--- src/common/lsm_pkg.sv ---
package lsm_pkg;

    // ----------------------------------------
    // fixed-point word format
    // ----------------------------------------
    localparam int FP_WIDTH = 32;   // total bits, signed
    localparam int FP_QFRAC = 16;   // fraction bits, Q15.16 by default

    // ----------------------------------------
    // batch sizing
    // ----------------------------------------
    localparam int PATH_BITS = 12;          // 1 to 4095 paths per batch
    localparam int SUM_GUARD = PATH_BITS;   // sum headroom above one word

    // batch FSM
    typedef enum logic [1:0] {
        IDLE = 2'd0,
        RUN  = 2'd1,
        DONE = 2'd2    // one cycle, drives the done strobe
    } ctrl_state_t;

    // largest positive signed value of a word of the given width
    // payoff saturates to this when strike - S overflows
    function automatic logic [63:0] sat_pos_max(input int unsigned width);
        return (64'd1 << (width - 1)) - 64'd1;
    endfunction

endpackage

--- src/verilog/path_counter.sv ---
module path_counter #(
    parameter int CNT_BITS = lsm_pkg::PATH_BITS
) (
    input  logic                clk,
    input  logic                rst_n,
    input  logic                clear,
    input  logic                in_fire,
    input  logic                out_fire,
    input  logic [CNT_BITS-1:0] num_paths,
    output logic                in_last,
    output logic                out_last
);

    logic [CNT_BITS-1:0] in_cnt;     // paths accepted
    logic [CNT_BITS-1:0] out_cnt;    // results accepted

    always_ff @(posedge clk or negedge rst_n) begin
        if (!rst_n) begin
            in_cnt  <= '0;
            out_cnt <= '0;
        end else if (clear) begin
            in_cnt  <= '0;
            out_cnt <= '0;
        end else begin
            if (in_fire) begin
                in_cnt <= in_cnt + 1'b1;
            end
            if (out_fire) begin
                out_cnt <= out_cnt + 1'b1;
            end
        end
    end

    assign in_last  = (in_cnt == num_paths);    // input side closed
    // the result firing now completes the batch
    assign out_last = out_fire && (out_cnt == num_paths - 1'b1);

    // a result can only leave for a path that already went in
    a_out_le_in: assert property (
        @(posedge clk) disable iff (!rst_n)
        out_fire |-> out_cnt < in_cnt
    ) else $error("result count ahead of input count");

endmodule

--- config.mk ---
export PLATFORM = sky130hd
export DESIGN_NAME = path_counter
export DESIGN_NICKNAME = d
export VERILOG_FILES = /design/src/common/lsm_pkg.sv /design/src/verilog/path_counter.sv
export SDC_FILE = /design/constraint.sdc
export NUM_CORES = 1
export LEC_CHECK = 0
export ABC_AREA = 1
export BUFFER_PORTS_ARGS = -buffer_cell sky130_fd_sc_hd__buf_2
export CAP_MARGIN = 30
export CORE_ASPECT_RATIO = 0.5
export CORE_MARGIN = 4
export CORE_UTILIZATION = 35
export CTS_CLUSTER_SIZE = 30
export DETAILED_ROUTE_END_ITERATION = 8
export GPL_ROUTABILITY_DRIVEN = 1
export PLACE_DENSITY = 0.49
export SLEW_MARGIN = 20
export SYNTH_ARGS = -nofsm -noshare
export SYNTH_HDL_FRONTEND = slang
export SYNTH_SLANG_ARGS = --single-unit
--- constraint.sdc ---
create_clock -name clk -period 2.1 [get_ports clk]
set_clock_uncertainty 0.15 [all_clocks]
set_input_delay 0.21 -clock clk [delete_from_list [all_inputs] [get_ports clk]]
set_output_delay 0.21 -clock clk [all_outputs]
set_load 0.005 [all_outputs]
==> results.toml <==
[die]
die_area_um2 = 6430
die_h_um = 58.7
ioPinCount = 19
fp-row-count = 18
start_util_pct = 36.4
die_w_um = 109
core_region_area_um2 = 4950

[clock_tree]
clk_pin_slew_worst_paths_ps = 90
ctsHtreeMaxLevel = 1
cts_tree = "built"
cts_root_buffer = "clkbuf_8"
clock_latency_ps = 270
max-clock-path-buffers = 2
clock-sinks = 24
tritoncts.num_buffers = 3

[route]
highest-signal-layer = "met4"
drc = 0
ant_nets = 0
wl_met1_mm = 2.52
routedWlPerCell_um = 12.5
wl_met2_mm = 1.69
detailedRoute.firstIterationViolations = 93
num_vias = 1620
vias_per_cell = 4.59
dr.pass1.iters = 4
routed_wl_mm = 4.43
wl_met3_um = 174

[worst_hold_path]
holdCritPathClass = "primary input to flop"

[synth]
synth_top_cell_area_share_pct = 33.3
synth-seq-cells = 24
synth_edf_count = 0
synth_top_area_cell = "dfrtp_1"
syn_area_per_cell_um2 = 6.90
async_flop_share_pct = 100
synth_common_cells = "nand2_1, inv_1, dfrtp_1, nor2_1"
ys_warn_count = 0
ys_types = 29
synth-seq-area-share_pct = 33.3
yosysMostFrequentCell = "nand2_1"
synth_area_um2 = 1800
synthFlopType = "dfrtp_1"
synth_area_leaders = "dfrtp_1, nand2_1, inv_1"
synthCells = 261
syn_nets = 281

[timing]
slew_headroom_pct = 58.9
period_minus_slack_ps = 1950
worst_pin_slew_ps = 616
max_freq_mhz = 513
slew_violations = 0
timing.hold.ws_ps = 41.7
min_period_over_period_pct = 92.8
finalSetupViolCount = 0
hold_violations = 0
rsz0062_at_grt = "yes"

[critical_path]
cp.arrival_ps = 1590
cp-start-kind = "flop"
cp-end-kind = "output pin"
path_max_fanout = 6
cp.required_ps = 1740
worst-setup-path-type = "flop to output pin"

[grt]
grt_start_max_net_pins = 25
grt_pass1_vias = 1550
overflow = 0
grtUsageTotal_pct = 15.1
antenna_found_initial = 0
grt_pass1_wl_mm = 7.57

[pwr]
switching_power_mw = 0.254
power.density_nw_per_um2 = 442
pwr-share-clk_pct = 31.0
p_int_mw = 0.651
p_leak_nw = 0.977
ir_worst_vdd_mv = 0.175
p_total_mw = 0.905
seqPwrFrac_pct = 52.7
switching_share_pct = 28.0
pwr-share-comb_pct = 16.3

[cells_and_area]
area_growth_pct = 13.6
drive_above_1_share_pct = 18.7
num-nets-final = 305
antenna_cells = 0

[placement]
place_congestion = 0.809
dp_hpwl_mm = 3.45
port_buffers = 18

[run]
drv_cap = 0

[status]
outcome = "finished clean"
[placed cells by master, fill, tap and decap left out, types with 6 or more instances in the layout]
| master | n |
|---|---|
| inv_1 | 34 |
| dfrtp_1 | 22 |
| o21ai_0 | 9 |
| nor2_1 | 23 |
| nand3_1 | 15 |
| buf_2 | 18 |
| inv_2 | 7 |
| xnor2_1 | 13 |
| nand4_1 | 6 |
| a21oi_1 | 15 |
| nor3_1 | 6 |
| nor2_2 | 7 |
| nand2_1 | 69 |
[routing by layer]
metal  GRT usage (%)  vias to the layer above
met5               0                        -
met4            2.13                        0
met3            3.50                        4
met2            21.2                       20
met1            23.6                      717
li1                -                      879
[worst paths after layout]
| kind | startpoint | endpoint | slack [ps] | cells after the start |
|---|---|---|---|---|
| setup / recovery | out_cnt[3] | out_last | 150 | 12 |
| hold / removal | in_fire | in_cnt[1] | 40 | 2 |
| setup reg to reg | out_cnt[0] | out_cnt[10] | 420 | 7 |
| hold reg to reg | in_cnt[11] | in_cnt[11] | 410 | 2 |
| max in group asynchronous | rst_n | out_cnt[4] | 1070 | 2 |
| min in group asynchronous | rst_n | out_cnt[0] | 320 | 2 |
[cell type report]
type | instances | area [µm²]
Sequential cell | 24 | 603
Fill cell | 509 | 2910
Timing Repair Buffer | 21 | 115
Tap cell | 70 | 87.6
Inverter | 41 | 154
Multi-Input combinational cell | 194 | 1050
Clock buffer | 3 | 41.3
[critical path, cell delays in order, from the launching register on]
cell     delay, ps
dfrtp_2        450
inv_1           90
nand2_1         70
nand2_1         60
nand2_1         50
nand2_1         70
nand2_1         50
nor2_1          90
nand2_1         70
nor2_1          80
nand2_1         60
nor2_1          90
buf_2          120
[per-stage QoR]
stage,instances,utilization (%),TNS [ps],worst slack (ps),instance area (µm²)
2_1_floorplan,261,-,0,600,1800
3_3_place_gp,347,39.8,0,233,1970
3_5_place_dp,347,39.8,0,199,1970
4_1_cts,351,40.8,0,81.6,2020
5_1_grt,353,41.3,-29.3,-29.3,2050
6_report,353,41.3,0,152,2050
[registers in the layout (all words and copies together) (netlist names)]
| signal | cells |
|---|---|
| in_cnt | 12 |
| out_cnt | 12 |
[timing repair]
action,CTS,global route
hold endpoints to repair,24,0
hold buffers,1,0
setup endpoints to repair,0,1
gates resized for setup,0,9
setup buffers,0,2
[logic make-up (layout without fill, tap and decap cells)]
logic type | count (synthesis) | after routing | share of synthesized area, %
xor+xnor | 16 | 16 | 7.78
simple gates | 141 | 141 | 37.2
flops | 24 | 24 | 33.3
compound gates | 34 | 34 | 10.6
fa+ha+maj | 3 | 3 | 2.08
buf+inv | 43 | 65 | 9.03
[power groups by stage]
| stage | clock (mW) | combinational [mW] | sequential [mW] |
|---|---|---|---|
| after detailed placement | 0 | 0.146 | 0.487 |
| after floorplan | 0 | 0.0872 | 0.485 |
| final | 0.280 | 0.147 | 0.477 |
| after global routing | 0.317 | 0.171 | 0.479 |
| after global placement | 0 | 0.146 | 0.487 |
| after CTS | 0.299 | 0.148 | 0.478 |
No activity file was read; power rests on OpenSTA's default activity.
