--- src/common/lsm_pkg.sv ---
package lsm_pkg;

    // ----------------------------------------
    // fixed-point word format
    // ----------------------------------------
    localparam int FP_WIDTH = 32;   // total bits, signed
    localparam int FP_QFRAC = 16;   // fraction bits, Q15.16 by default

    // ----------------------------------------
    // batch sizing
    // ----------------------------------------
    localparam int PATH_BITS = 12;          // 1 to 4095 paths per batch
    localparam int SUM_GUARD = PATH_BITS;   // sum headroom above one word

    // batch FSM
    typedef enum logic [1:0] {
        IDLE = 2'd0,
        RUN  = 2'd1,
        DONE = 2'd2    // one cycle, drives the done strobe
    } ctrl_state_t;

    // largest positive signed value of a word of the given width
    // payoff saturates to this when strike - S overflows
    function automatic logic [63:0] sat_pos_max(input int unsigned width);
        return (64'd1 << (width - 1)) - 64'd1;
    endfunction

endpackage

--- src/verilog/pv_accumulator.sv ---
module pv_accumulator #(
    parameter int WIDTH    = lsm_pkg::FP_WIDTH,
    parameter int CNT_BITS = lsm_pkg::SUM_GUARD
) (
    input  logic                             clk,
    input  logic                             rst_n,
    input  logic                             clear,
    input  logic                             out_fire,
    input  logic signed [WIDTH-1:0]          pv,
    output logic signed [WIDTH+CNT_BITS-1:0] pv_sum
);

    localparam int SUM_W = WIDTH + CNT_BITS;

    logic signed [SUM_W-1:0] pv_ext;

    assign pv_ext = pv;    // sign extends

    // ----------------------------------------
    // running batch sum
    // ----------------------------------------
    always_ff @(posedge clk or negedge rst_n) begin
        if (!rst_n) begin
            pv_sum <= '0;
        end else if (clear) begin
            pv_sum <= '0;
        end else if (out_fire) begin
            pv_sum <= pv_sum + pv_ext;
        end
    end

    // batch start must not swallow a result
    a_no_add_on_clear: assert property (
        @(posedge clk) disable iff (!rst_n)
        clear |-> !out_fire
    ) else $error("result accepted while sum was cleared");

endmodule
--- config.mk ---
export PLATFORM = sky130hd
export DESIGN_NAME = pv_accumulator
export DESIGN_NICKNAME = d
export VERILOG_FILES = /design/src/common/lsm_pkg.sv /design/src/verilog/pv_accumulator.sv
export SDC_FILE = /design/constraint.sdc
export NUM_CORES = 1
export LEC_CHECK = 0
export ABC_CLOCK_PERIOD_IN_PS = 3700
export BUFFER_PORTS_ARGS = -buffer_cell sky130_fd_sc_hd__buf_2
export CAP_MARGIN = 20
export CORE_MARGIN = 3
export CORE_UTILIZATION = 50
export CTS_CLUSTER_DIAMETER = 80
export CTS_CLUSTER_SIZE = 16
export DETAILED_ROUTE_END_ITERATION = 10
export PLACE_DENSITY = 0.77
export SLEW_MARGIN = 20
export SYNTH_ARGS = -nofsm -noshare
export SYNTH_HDL_FRONTEND = slang
export SYNTH_SLANG_ARGS = --single-unit
--- constraint.sdc ---
create_clock -name clk -period 3.7 [get_ports clk]
set_input_delay 0.185 -clock clk [delete_from_list [all_inputs] [get_ports clk]]
set_output_delay 0.185 -clock clk [all_outputs]
set_load 0.005 [all_outputs]
==> summary.txt <==
Timing
  • Max-slew violation count: 0
  • F_max: slightly above 300 MHz
  • Fin Clk Skew: ~0.0056 ns
  • Clock period minus worst slack: between 3 and 4 ns
  • Endpoints failing hold: 0
  • Crit share post-route: roughly 87%
  • RSZ-0062 raised after global routing: no
  • Hold slack: 0.2514 ns
  • Worst-Margin Slew: around 1.1 ns
  • Relative slew slack: 23.62%
  • Setup TNS: 0 ns
  • # setup viols final: 0

Floorplanning
  • Full die area: slightly below 0.01 mm2
  • Die W: between 90 and 100 um
  • I/O pin cnt: 80
  • Row count: 32
  • Initial Util: 53.27%
  • Die Ht: between 90 and 100 um
  • Core Area: about 0.008 mm2

Setup path
  • CP max-delay cell: fa_1
  • Critical path peak fanout: 5
  • Critical Path Sink Type: flop
  • CP max stage delay: 0.44 ns
  • Required @ worst endpoint: 3.90 ns
  • Critical-path cell list: ha_1 > fa_1 > a211oi_1 > nor3_2 > o2111ai_1 > a2111oi_2 > nor2_1 > o21ai_2 > a41oi_2 > xnor2_1 > a22o_1
  • Critical path launch point type: flop
  • Arrival time of the worst setup path: 3.41 ns
  • Kind of critical path: reg -> reg

GRT
  • Overflow after GRT: 0
  • Largest net degree at the start of global routing: slightly above 50
  • GRT Overall Usage: about a quarter
  • Global-route wire length before repair: 19,720 um
  • Initial antenna violation count: 0
  • Vias in the first global route: a little over 4,000

Logic synthesis
  • Sequential fraction of the synthesis area: 25.94%
  • Netlist Area Pre-Place: around 0.0042 mm2
  • Flops & latches, synth: 44
  • Synth warnings: 0
  • Yosys top cell area share: between 20% and 30%
  • Ys async rst share: 100.0%
  • Syn nets: about 580
  • Synth cell count leaders: 51 x nor2_1, 46 x a21oi_1, 44 x dfrtp_1
  • Top cells by area, synth: dfrtp_1 26%, ha_1 13%, mux2i_1 5.7%, a21oi_1 5.4%, xnor2_1 4.5%
  • Netlist cell types: 65
  • Syn_area_per_cell: approximately 8.5 um2
  • Most common cell in the synthesized netlist: nor2_1
  • Cell accounting for the most synthesized area: dfrtp_1
  • Synthesized instance count: between 400 and 500
  • Ys flop type: dfrtp_1
  • EDFF count, synth: 0

Layout
  • Nets: roughly 640
  • Inserted Diodes: 0
  • Number of flip-flops in the largest register: 44
  • Finished Core Util: approximately 60%
  • Share of layout cells above drive strength 1: ~18%
  • Largest registers: pv_sum (44)
  • Post-layout instance area: roughly 0.0048 mm2
  • Area grow syn2layout: 12.82%
  • Fillers: 723
  • Area of the multi-input gates: 0.003025 mm2
  • Register area: roughly 0.0011 mm2
  • Biggest register: pv_sum

Clock tree
  • H-tree depth: 2
  • Post-CTS setup buffers: 0
  • Worst-Skew Late Latency: 0.31 ns
  • Clock Tree Root: clkbuf_8
  • Post-CTS sizing: 0
  • Worst-path clk slew: 0.09 ns
  • Clock tree buffer depth: 2
  • CTS tree: yes
  • Clock sinks: 44
  • Clock buffer count from CTS: 5
  • Cts hold-fix bufs: 0

Placement
  • Port Buffers: slightly below 80
  • Final HPWL DP: between 8000 and 9000 um
  • Final Wtd Congestion: 0.9225
  • Dpl cell area: ~0.0047 mm2

Hold path
  • Hold Path Class: in -> reg

Routing
  • 1st-pass router iterations: 5
  • Final wirelength: 11,660 um
  • Antenna Nets Post-Route: 0
  • Via-to-Cell Ratio: 6.237
  • Vias: 4,154
  • DR iter-0 viols: 205
  • DRC Markers: 0
  • Wire per inst: about 18 um

Flow run
  • Max cap viols: 0

Pwr
  • Leak pwr: between 2 and 2.5 nW
  • VDD IR max: 229.9 uV
  • Power density over the cells: between 400 and 500 mW/mm2

Status
  • Status: finished clean
-- cell usage in the layout, fill, tap and decap left out, drive strengths merged, types with 5 or more instances in the layout --
cell type  instances
a21oi             46
o211ai             7
buf               80
xnor2             22
inv                7
o21ai             24
o21a               5
xor2              12
nand4             10
and3               7
and2               6
a31oi              6
a21o              18
nand3             13
mux2i             24
ha                43
o21bai            10
nor2              51
clkbuf             6
nand2             37
nor2b              5
nor3               8
a22o               7
dfrtp             44
a211oi             8
-- path summary, 6_finish.rpt --
check / startpoint / endpoint / slack (ns) / cells past startpoint
max: pv_sum[0] / pv_sum[32] / 0.49 / 11
min: pv[0] / pv_sum[0] / 0.25 / 4
max reg2reg: pv_sum[0] / pv_sum[32] / 0.49 / 11
min reg2reg: pv_sum[30] / pv_sum[30] / 0.55 / 2
max in group asynchronous: rst_n / pv_sum[38] / 2.86 / 2
min in group asynchronous: rst_n / pv_sum[11] / 0.44 / 2
-- per-stage QoR --
step	std cells	power [mW]	setup slack (ns)
2_1_floorplan	499	1.497	0.8462
3_3_place_gp	657	1.791	0.6298
3_5_place_dp	657	1.824	0.5268
4_1_cts	665	2.161	0.4816
5_1_grt	666	2.344	0.3211
6_report	666	2.166	0.4854
-- metal layers --
| layer | part of all wire [%] | wire length, um | track usage (%) | up-vias |
|---|---|---|---|---|
| met5 | 0 | 0 | 0 | - |
| met4 | 1.9 | 221 | 7.143 | 0 |
| met3 | 5.4 | 624 | 3.071 | 30 |
| met2 | 47 | 5532 | 41.41 | 146 |
| met1 | 45 | 5279 | 32.41 | 1987 |
| li1 | - | - | - | 1991 |
-- logic make-up (layout without fill, tap and decap cells) --
group / Yosys count / in the layout / synth area share (%)
AOI/OAI and AO/OA: 157 / 157 / 25.71
xor gates and xnor gates: 34 / 34 / 7.016
adders and majority gates: 44 / 44 / 13.15
buffers and inverters: 31 / 96 / 2.771
DFF: 44 / 44 / 25.94
muxes: 24 / 24 / 5.660
and+or+nand+nor: 165 / 165 / 19.75
-- cell type report --
| type | count | area share (%) |
|---|---|---|
| clock buffers | 6 | 1.725 |
| clock inverters | 2 | 0.2090 |
| inverters | 7 | 0.5487 |
| multi-input cells | 424 | 63.18 |
| flip-flops and latches | 44 | 22.99 |
| well taps | 102 | 2.665 |
| repair buffers | 81 | 8.675 |
-- worst max-delay path, delay by kind of cell, from the launching register on --
family                     cells  cell delay [ns]
and+or+nand+nor                2             0.44
adders and majority gates      2             0.67
AOI/OAI and AO/OA              6             1.48
DFF                            1             0.41
xor gates and xnor gates       1             0.10
-- where the power goes --
| part | internal, mW | leakage, nW | switching [mW] |
|---|---|---|---|
| Sequential | 0.565 | 0.583 | 0.0759 |
| Combinational | 0.509 | 1.80 | 0.686 |
| Clock | 0.150 | 0.0510 | 0.181 |
| Total | 1.22 | 2.43 | 0.943 |
Note: power is estimated with default switching activity, not from simulation.
