==> src/common/lsm_pkg.sv <==
package lsm_pkg;

    // ----------------------------------------
    // fixed-point word format
    // ----------------------------------------
    localparam int FP_WIDTH = 32;   // total bits, signed
    localparam int FP_QFRAC = 16;   // fraction bits, Q15.16 by default

    // ----------------------------------------
    // batch sizing
    // ----------------------------------------
    localparam int PATH_BITS = 12;          // 1 to 4095 paths per batch
    localparam int SUM_GUARD = PATH_BITS;   // sum headroom above one word

    // batch FSM
    typedef enum logic [1:0] {
        IDLE = 2'd0,
        RUN  = 2'd1,
        DONE = 2'd2    // one cycle, drives the done strobe
    } ctrl_state_t;

    // largest positive signed value of a word of the given width
    // payoff saturates to this when strike - S overflows
    function automatic logic [63:0] sat_pos_max(input int unsigned width);
        return (64'd1 << (width - 1)) - 64'd1;
    endfunction

endpackage

==> src/common/lsm_coef_if.sv <==
interface lsm_coef_if #(
    parameter int WIDTH = lsm_pkg::FP_WIDTH
);

    // batch constants, held for the whole batch
    logic signed [WIDTH-1:0] beta0;    // regression intercept
    logic signed [WIDTH-1:0] beta1;    // linear term
    logic signed [WIDTH-1:0] beta2;    // quadratic term
    logic signed [WIDTH-1:0] strike;
    logic signed [WIDTH-1:0] disc;     // one-step discount factor

    modport ctrl (
        output beta0,
        output beta1,
        output beta2,
        output strike,
        output disc
    );

    modport dec (
        input beta0,
        input beta1,
        input beta2,
        input strike,
        input disc
    );

endinterface

==> src/verilog/lsm_ctrl.sv <==
module lsm_ctrl #(
    parameter int WIDTH    = lsm_pkg::FP_WIDTH,
    parameter int CNT_BITS = lsm_pkg::PATH_BITS
) (
    input  logic                    clk,
    input  logic                    rst_n,
    input  logic                    start,
    input  logic [CNT_BITS-1:0]     num_paths,
    input  logic signed [WIDTH-1:0] beta0,
    input  logic signed [WIDTH-1:0] beta1,
    input  logic signed [WIDTH-1:0] beta2,
    input  logic signed [WIDTH-1:0] strike,
    input  logic signed [WIDTH-1:0] disc,
    lsm_coef_if.ctrl                coef,
    input  logic                    path_valid,
    input  logic                    dec_ready,
    input  logic                    pv_valid,
    input  logic                    pv_ready,
    input  logic                    in_last,
    input  logic                    out_last,
    output logic                    path_ready,
    output logic                    in_fire,
    output logic                    out_fire,
    output logic                    clear,
    output logic                    busy,
    output logic                    done,
    output logic [CNT_BITS-1:0]     batch_size
);
    import lsm_pkg::*;

    ctrl_state_t state;
    logic        accept_en;

    // ----------------------------------------
    // handshakes
    // ----------------------------------------
    assign accept_en  = (state == RUN) && !in_last;
    assign path_ready = accept_en && dec_ready;
    assign in_fire    = path_valid && path_ready;
    assign out_fire   = pv_valid && pv_ready;

    // start only counts in IDLE, same edge as the latch
    assign clear = start && (state == IDLE);
    assign busy  = (state != IDLE);
    assign done  = (state == DONE);

    // ----------------------------------------
    // batch FSM
    // ----------------------------------------
    always_ff @(posedge clk or negedge rst_n) begin
        if (!rst_n) begin
            state      <= IDLE;
            batch_size <= '0;
        end else begin
            case (state)
                IDLE: begin
                    if (start) begin
                        state      <= RUN;
                        batch_size <= num_paths;
                    end
                end
                RUN: begin
                    if (out_fire && out_last) begin
                        state <= DONE;    // last result taken
                    end
                end
                DONE:    state <= IDLE;
                default: state <= IDLE;
            endcase
        end
    end

    // coefficients stay fixed for the whole batch
    always_ff @(posedge clk) begin
        if (clear) begin
            coef.beta0  <= beta0;
            coef.beta1  <= beta1;
            coef.beta2  <= beta2;
            coef.strike <= strike;
            coef.disc   <= disc;
        end
    end

endmodule

==> src/flat_wrapper.sv <==
// flat-port wrapper written by rule: the top's interface ports become plain ports
module lsm_ctrl_flat import lsm_pkg::*;
#(
    parameter int WIDTH    = lsm_pkg::FP_WIDTH,
    parameter int CNT_BITS = lsm_pkg::PATH_BITS
)
  (clk, rst_n, start, num_paths, beta0, beta1, beta2, strike, disc, path_valid, dec_ready, pv_valid, pv_ready, in_last, out_last, path_ready, in_fire, out_fire, clear, busy, done, batch_size, coef_beta0, coef_beta1, coef_beta2, coef_strike, coef_disc);
  lsm_coef_if #(.WIDTH(WIDTH)) coef_i ();
  input  logic clk;
  input  logic rst_n;
  input  logic start;
  input  logic [CNT_BITS-1:0] num_paths;
  input  logic signed [WIDTH-1:0] beta0;
  input  logic signed [WIDTH-1:0] beta1;
  input  logic signed [WIDTH-1:0] beta2;
  input  logic signed [WIDTH-1:0] strike;
  input  logic signed [WIDTH-1:0] disc;
  input  logic path_valid;
  input  logic dec_ready;
  input  logic pv_valid;
  input  logic pv_ready;
  input  logic in_last;
  input  logic out_last;
  output logic path_ready;
  output logic in_fire;
  output logic out_fire;
  output logic clear;
  output logic busy;
  output logic done;
  output logic [CNT_BITS-1:0] batch_size;
  output wire logic [$bits(coef_i.beta0)-1:0] coef_beta0;
  output wire logic [$bits(coef_i.beta1)-1:0] coef_beta1;
  output wire logic [$bits(coef_i.beta2)-1:0] coef_beta2;
  output wire logic [$bits(coef_i.strike)-1:0] coef_strike;
  output wire logic [$bits(coef_i.disc)-1:0] coef_disc;
  assign coef_beta0 = coef_i.beta0;
  assign coef_beta1 = coef_i.beta1;
  assign coef_beta2 = coef_i.beta2;
  assign coef_strike = coef_i.strike;
  assign coef_disc = coef_i.disc;
  lsm_ctrl #(.WIDTH(WIDTH), .CNT_BITS(CNT_BITS)) u_core (.clk(clk), .rst_n(rst_n), .start(start), .num_paths(num_paths), .beta0(beta0), .beta1(beta1), .beta2(beta2), .strike(strike), .disc(disc), .coef(coef_i), .path_valid(path_valid), .dec_ready(dec_ready), .pv_valid(pv_valid), .pv_ready(pv_ready), .in_last(in_last), .out_last(out_last), .path_ready(path_ready), .in_fire(in_fire), .out_fire(out_fire), .clear(clear), .busy(busy), .done(done), .batch_size(batch_size));
endmodule
==> config.mk <==
export PLATFORM = sky130hd
export DESIGN_NAME = lsm_ctrl_flat
export DESIGN_NICKNAME = d
export VERILOG_FILES = /design/src/common/lsm_pkg.sv /design/src/common/lsm_coef_if.sv /design/src/verilog/lsm_ctrl.sv /design/src/flat_wrapper.sv
export SDC_FILE = /design/constraint.sdc
export NUM_CORES = 1
export LEC_CHECK = 0
export ABC_AREA = 1
export BUFFER_PORTS_ARGS = -buffer_cell sky130_fd_sc_hd__clkbuf_2
export CAP_MARGIN = 20
export CORE_AREA = 3 3 139 141
export CTS_CLUSTER_SIZE = 10
export DETAILED_ROUTE_END_ITERATION = 12
export DIE_AREA = 0 0 142 144
export SETUP_SLACK_MARGIN = 0.2
export SYNTH_ARGS = -nofsm -noshare
export SYNTH_HDL_FRONTEND = slang
export SYNTH_SLANG_ARGS = --single-unit
==> constraint.sdc <==
create_clock -name clk -period 10.5 [get_ports clk]
set_input_delay 2.625 -clock clk [delete_from_list [all_inputs] [get_ports clk]]
set_output_delay 2.625 -clock clk [all_outputs]
set_load 0.05 [all_outputs]
==> impl_metrics.yaml <==
clock_network:
  h-tree-depth: 4
  clkTransAtPathRegs_ns: 0.07
  postCtsResizedCells: 0
  ctsHoldBuffers: 0
  cts_made_buffers: 17
  cts_root_buf: "clkbuf_16"
  postCtsSetupBuffers: 0
  cts_tree: "yes"
  clkLatencyLatePin_ns: 0.41
  clock_path_buffers: 2
  cts_sinks: 174
floorplan:
  die_width_um: 142
  ios: 359
  fp-row-count: 49
  die_h_um: 144
  initial_utilization_pct: 30.0
  core_area_um2: 18100
  dieArea_um2: 20400
detailed_routing:
  dr.max_layer_used: "met5"
  finalWirelength_um: 14600
  final_antenna_net_count: 0
  first_iter_violations: 141
  firstDrtPassIters: 4
  via_per_inst: 4.17
  met3_length_um: 1210
  wire_per_inst_um: 17.2
  drc: 0
  met2WireLength_um: 7780
  wl_met1_um: 5450
  vias: 3556
layout:
  fin_util_pct: 44.6
  drive_gt1_share_pct: 63.3
  layout.nets: 790
  synthToLayoutAreaGrowth_pct: 48.9
sta:
  tightest_slew_ns: 0.960
  clock_skew_ns: 0.00954
  drv_slew: 0
  maxSlewHeadroom_pct: 36.0
  setup_viol: 0
  max_freq_ghz: 0.159
  rsz0062_at_grt: "no"
  fin_crit_ns: 6.29
  final_hold_viol_count: 0
  finalCritPeriodShare_pct: 59.9
  fin_tns_setup_ns: 0
synthesis:
  yosys-top-cells-area: "edfxtp_1 89%, dfrtp_1 6.5%, nand2_1 1.9%, nand3_1 1.2%, inv_1 0.55%"
  syn_inst: 233
  synthDistinctLibCells: 12
  synthFlopType: "edfxtp_1"
  ys_async_sr_fraction_pct: 8.05
  syn_area_um2: 5420
  yosysTopAreaCellShare_pct: 88.6
  synth_area_leader_cell: "edfxtp_1"
  synth_seq_cells: 174
  synth_edf_count: 160
  synth_common_cells: "160 x edfxtp_1, 28 x nand2_1, 14 x dfrtp_1, 13 x nand3_1, 8 x inv_1"
  syn_nets: 414
  synth.yosys.warnings: 0
  synth_area_per_cell_um2: 23.3
  yosys.cell_count.top_type: "edfxtp_1"
  ys_seq_area_share_pct: 95.1
setup_path:
  crit_path_start_kind: "primary input"
  crit_path_end_kind: "output pin"
  path_cells: "clkbuf_2 > nand2_4 > inv_6 > clkbuf_2"
  arrival_ns: 3.66
  cp.required_ns: 7.88
  cp_max_fo: 26
  crit_slowest_cell: "clkbuf_2"
  reg2reg_slack_ns: 8.05
  cpMostUsedCell: "clkbuf_2"
  cp_num_buf_inv: 3
  slowest_delay_ns: 0.34
  critical-path-top-delay-family: "buffers and inverters"
  path_class: "primary input to output pin"
placed_design:
  port_buffers: 358
  dp_hpwl_um: 11600
  gp_congestion: 0.775
power:
  internal-power_mw: 1.35
  p_per_area_nw_per_um2: 280
  irDropWorstVdd_v: 0.000173
  switching_share_pct: 40.2
  seqPwrFrac_pct: 42.7
  combPwrFrac_pct: 30.8
  clockPowerShare_pct: 26.5
  leakage_nw: 3.62
  p_sw_uw: 909
run_status:
  status: "completed"
global_routing:
  grt_max_degree: 77
  antenna_found_initial: 1
  grt_pass1_vias: 3797
  grt_pass1_wl_um: 20900
  grtUsageTotal_pct: 13.7
  grt_overflow: 0
flow_run:
  drv_cap: 0
worst_hold_path:
  hp-class: "flop to flop"
## state kept, by name (all words and copies together), names as in the netlist
register	cells
u_core.state	2
u_core.batch_size	12
u_core.coef.beta1	32
u_core.coef.strike	32
u_core.coef.disc	32
u_core.coef.beta2	32
u_core.coef.beta0	32
## stage by stage
stage,hold slack (ns),instances,setup WS (ns),area [um2],power [mW]
3_5_place_dp,0.468,819,4.18,7500,1.68
4_1_cts,0.490,851,4.18,8070,2.29
2_1_floorplan,0.508,233,1.70,5420,1.51
3_3_place_gp,0.466,819,4.23,7500,1.68
6_report,0.493,852,4.21,8070,2.26
5_1_grt,0.517,851,4.12,8070,2.36
## cells by family (layout without fill, tap and decap cells)
kind of cell,Yosys count,count (layout),synth area share (%)
simple gates,48,48,3.92
buf+inv,11,400,0.992
other cells,0,1,0
flops,174,174,95.1
## per-layer routing
metal	global-route usage, %	up-vias
li1	-	1633
met1	15.2	1709
met2	24.2	199
met3	5.22	13
met4	4.75	2
met5	0	-
## area by class of cell
class                           instances  area [um2]
Clock buffer                           18         429
Timing Repair Buffer                  360        1810
Antenna cell                            1        2.50
Inverter                                8        35.0
Tap cell                              229         287
Fill cell                            1612       10000
Multi-Input combinational cell         48         213
Clock inverter                         14         146
Sequential cell                       174        5150
## path summary, 6_finish.rpt
| kind | start | to | cells after the start |
|---|---|---|---|
| worst max-delay path | start | clear | 4 |
| worst min-delay path | u_core.batch_size[9] | u_core.batch_size[9] | 2 |
| worst max register to register | u_core.state[1] | u_core.coef.disc[3] | 4 |
| worst min register to register | u_core.batch_size[9] | u_core.batch_size[9] | 2 |
| max in group asynchronous | rst_n | u_core.state[1] | 1 |
| min in group asynchronous | rst_n | u_core.state[0] | 1 |
## power groups by stage
stage               combinational [mW]  clock (mW)  sequential (mW)
detailed placement               0.705           0            0.979
global placement                 0.699           0            0.978
global route                     0.728       0.653            0.978
CTS                              0.703       0.620            0.966
floorplan                        0.103           0             1.41
finish                           0.695       0.599            0.965
## worst register-to-register path: cells and delay by family, from the launching register on
family | cells | cell delay, ns
flip-flops | 1 | 0.44
AND/OR/NAND/NOR | 2 | 0.53
buffers and inverters | 2 | 1.04
## layout by cell type (no fill, tap or decap)
master / synthesis / layout
clkbuf_2: 0 / 358
edfxtp_1: 160 / 160
nand2_1: 28 / 28
clkbuf_16: 0 / 17
dfrtp_1: 14 / 14
nand3_1: 13 / 13
inv_1: 8 / 7
clkinv_4: 0 / 5
nor2_1: 4 / 4
inv_8: 0 / 4
inv_6: 0 / 3
clkinv_8: 0 / 2
buf_4: 1 / 2
diode_2: 0 / 1
nor2_4: 1 / 1
nand2_4: 1 / 1
nor3_1: 1 / 1
clkinvlp_4: 0 / 1
clkbuf_1: 0 / 1
(Power assumes the default switching activity.)
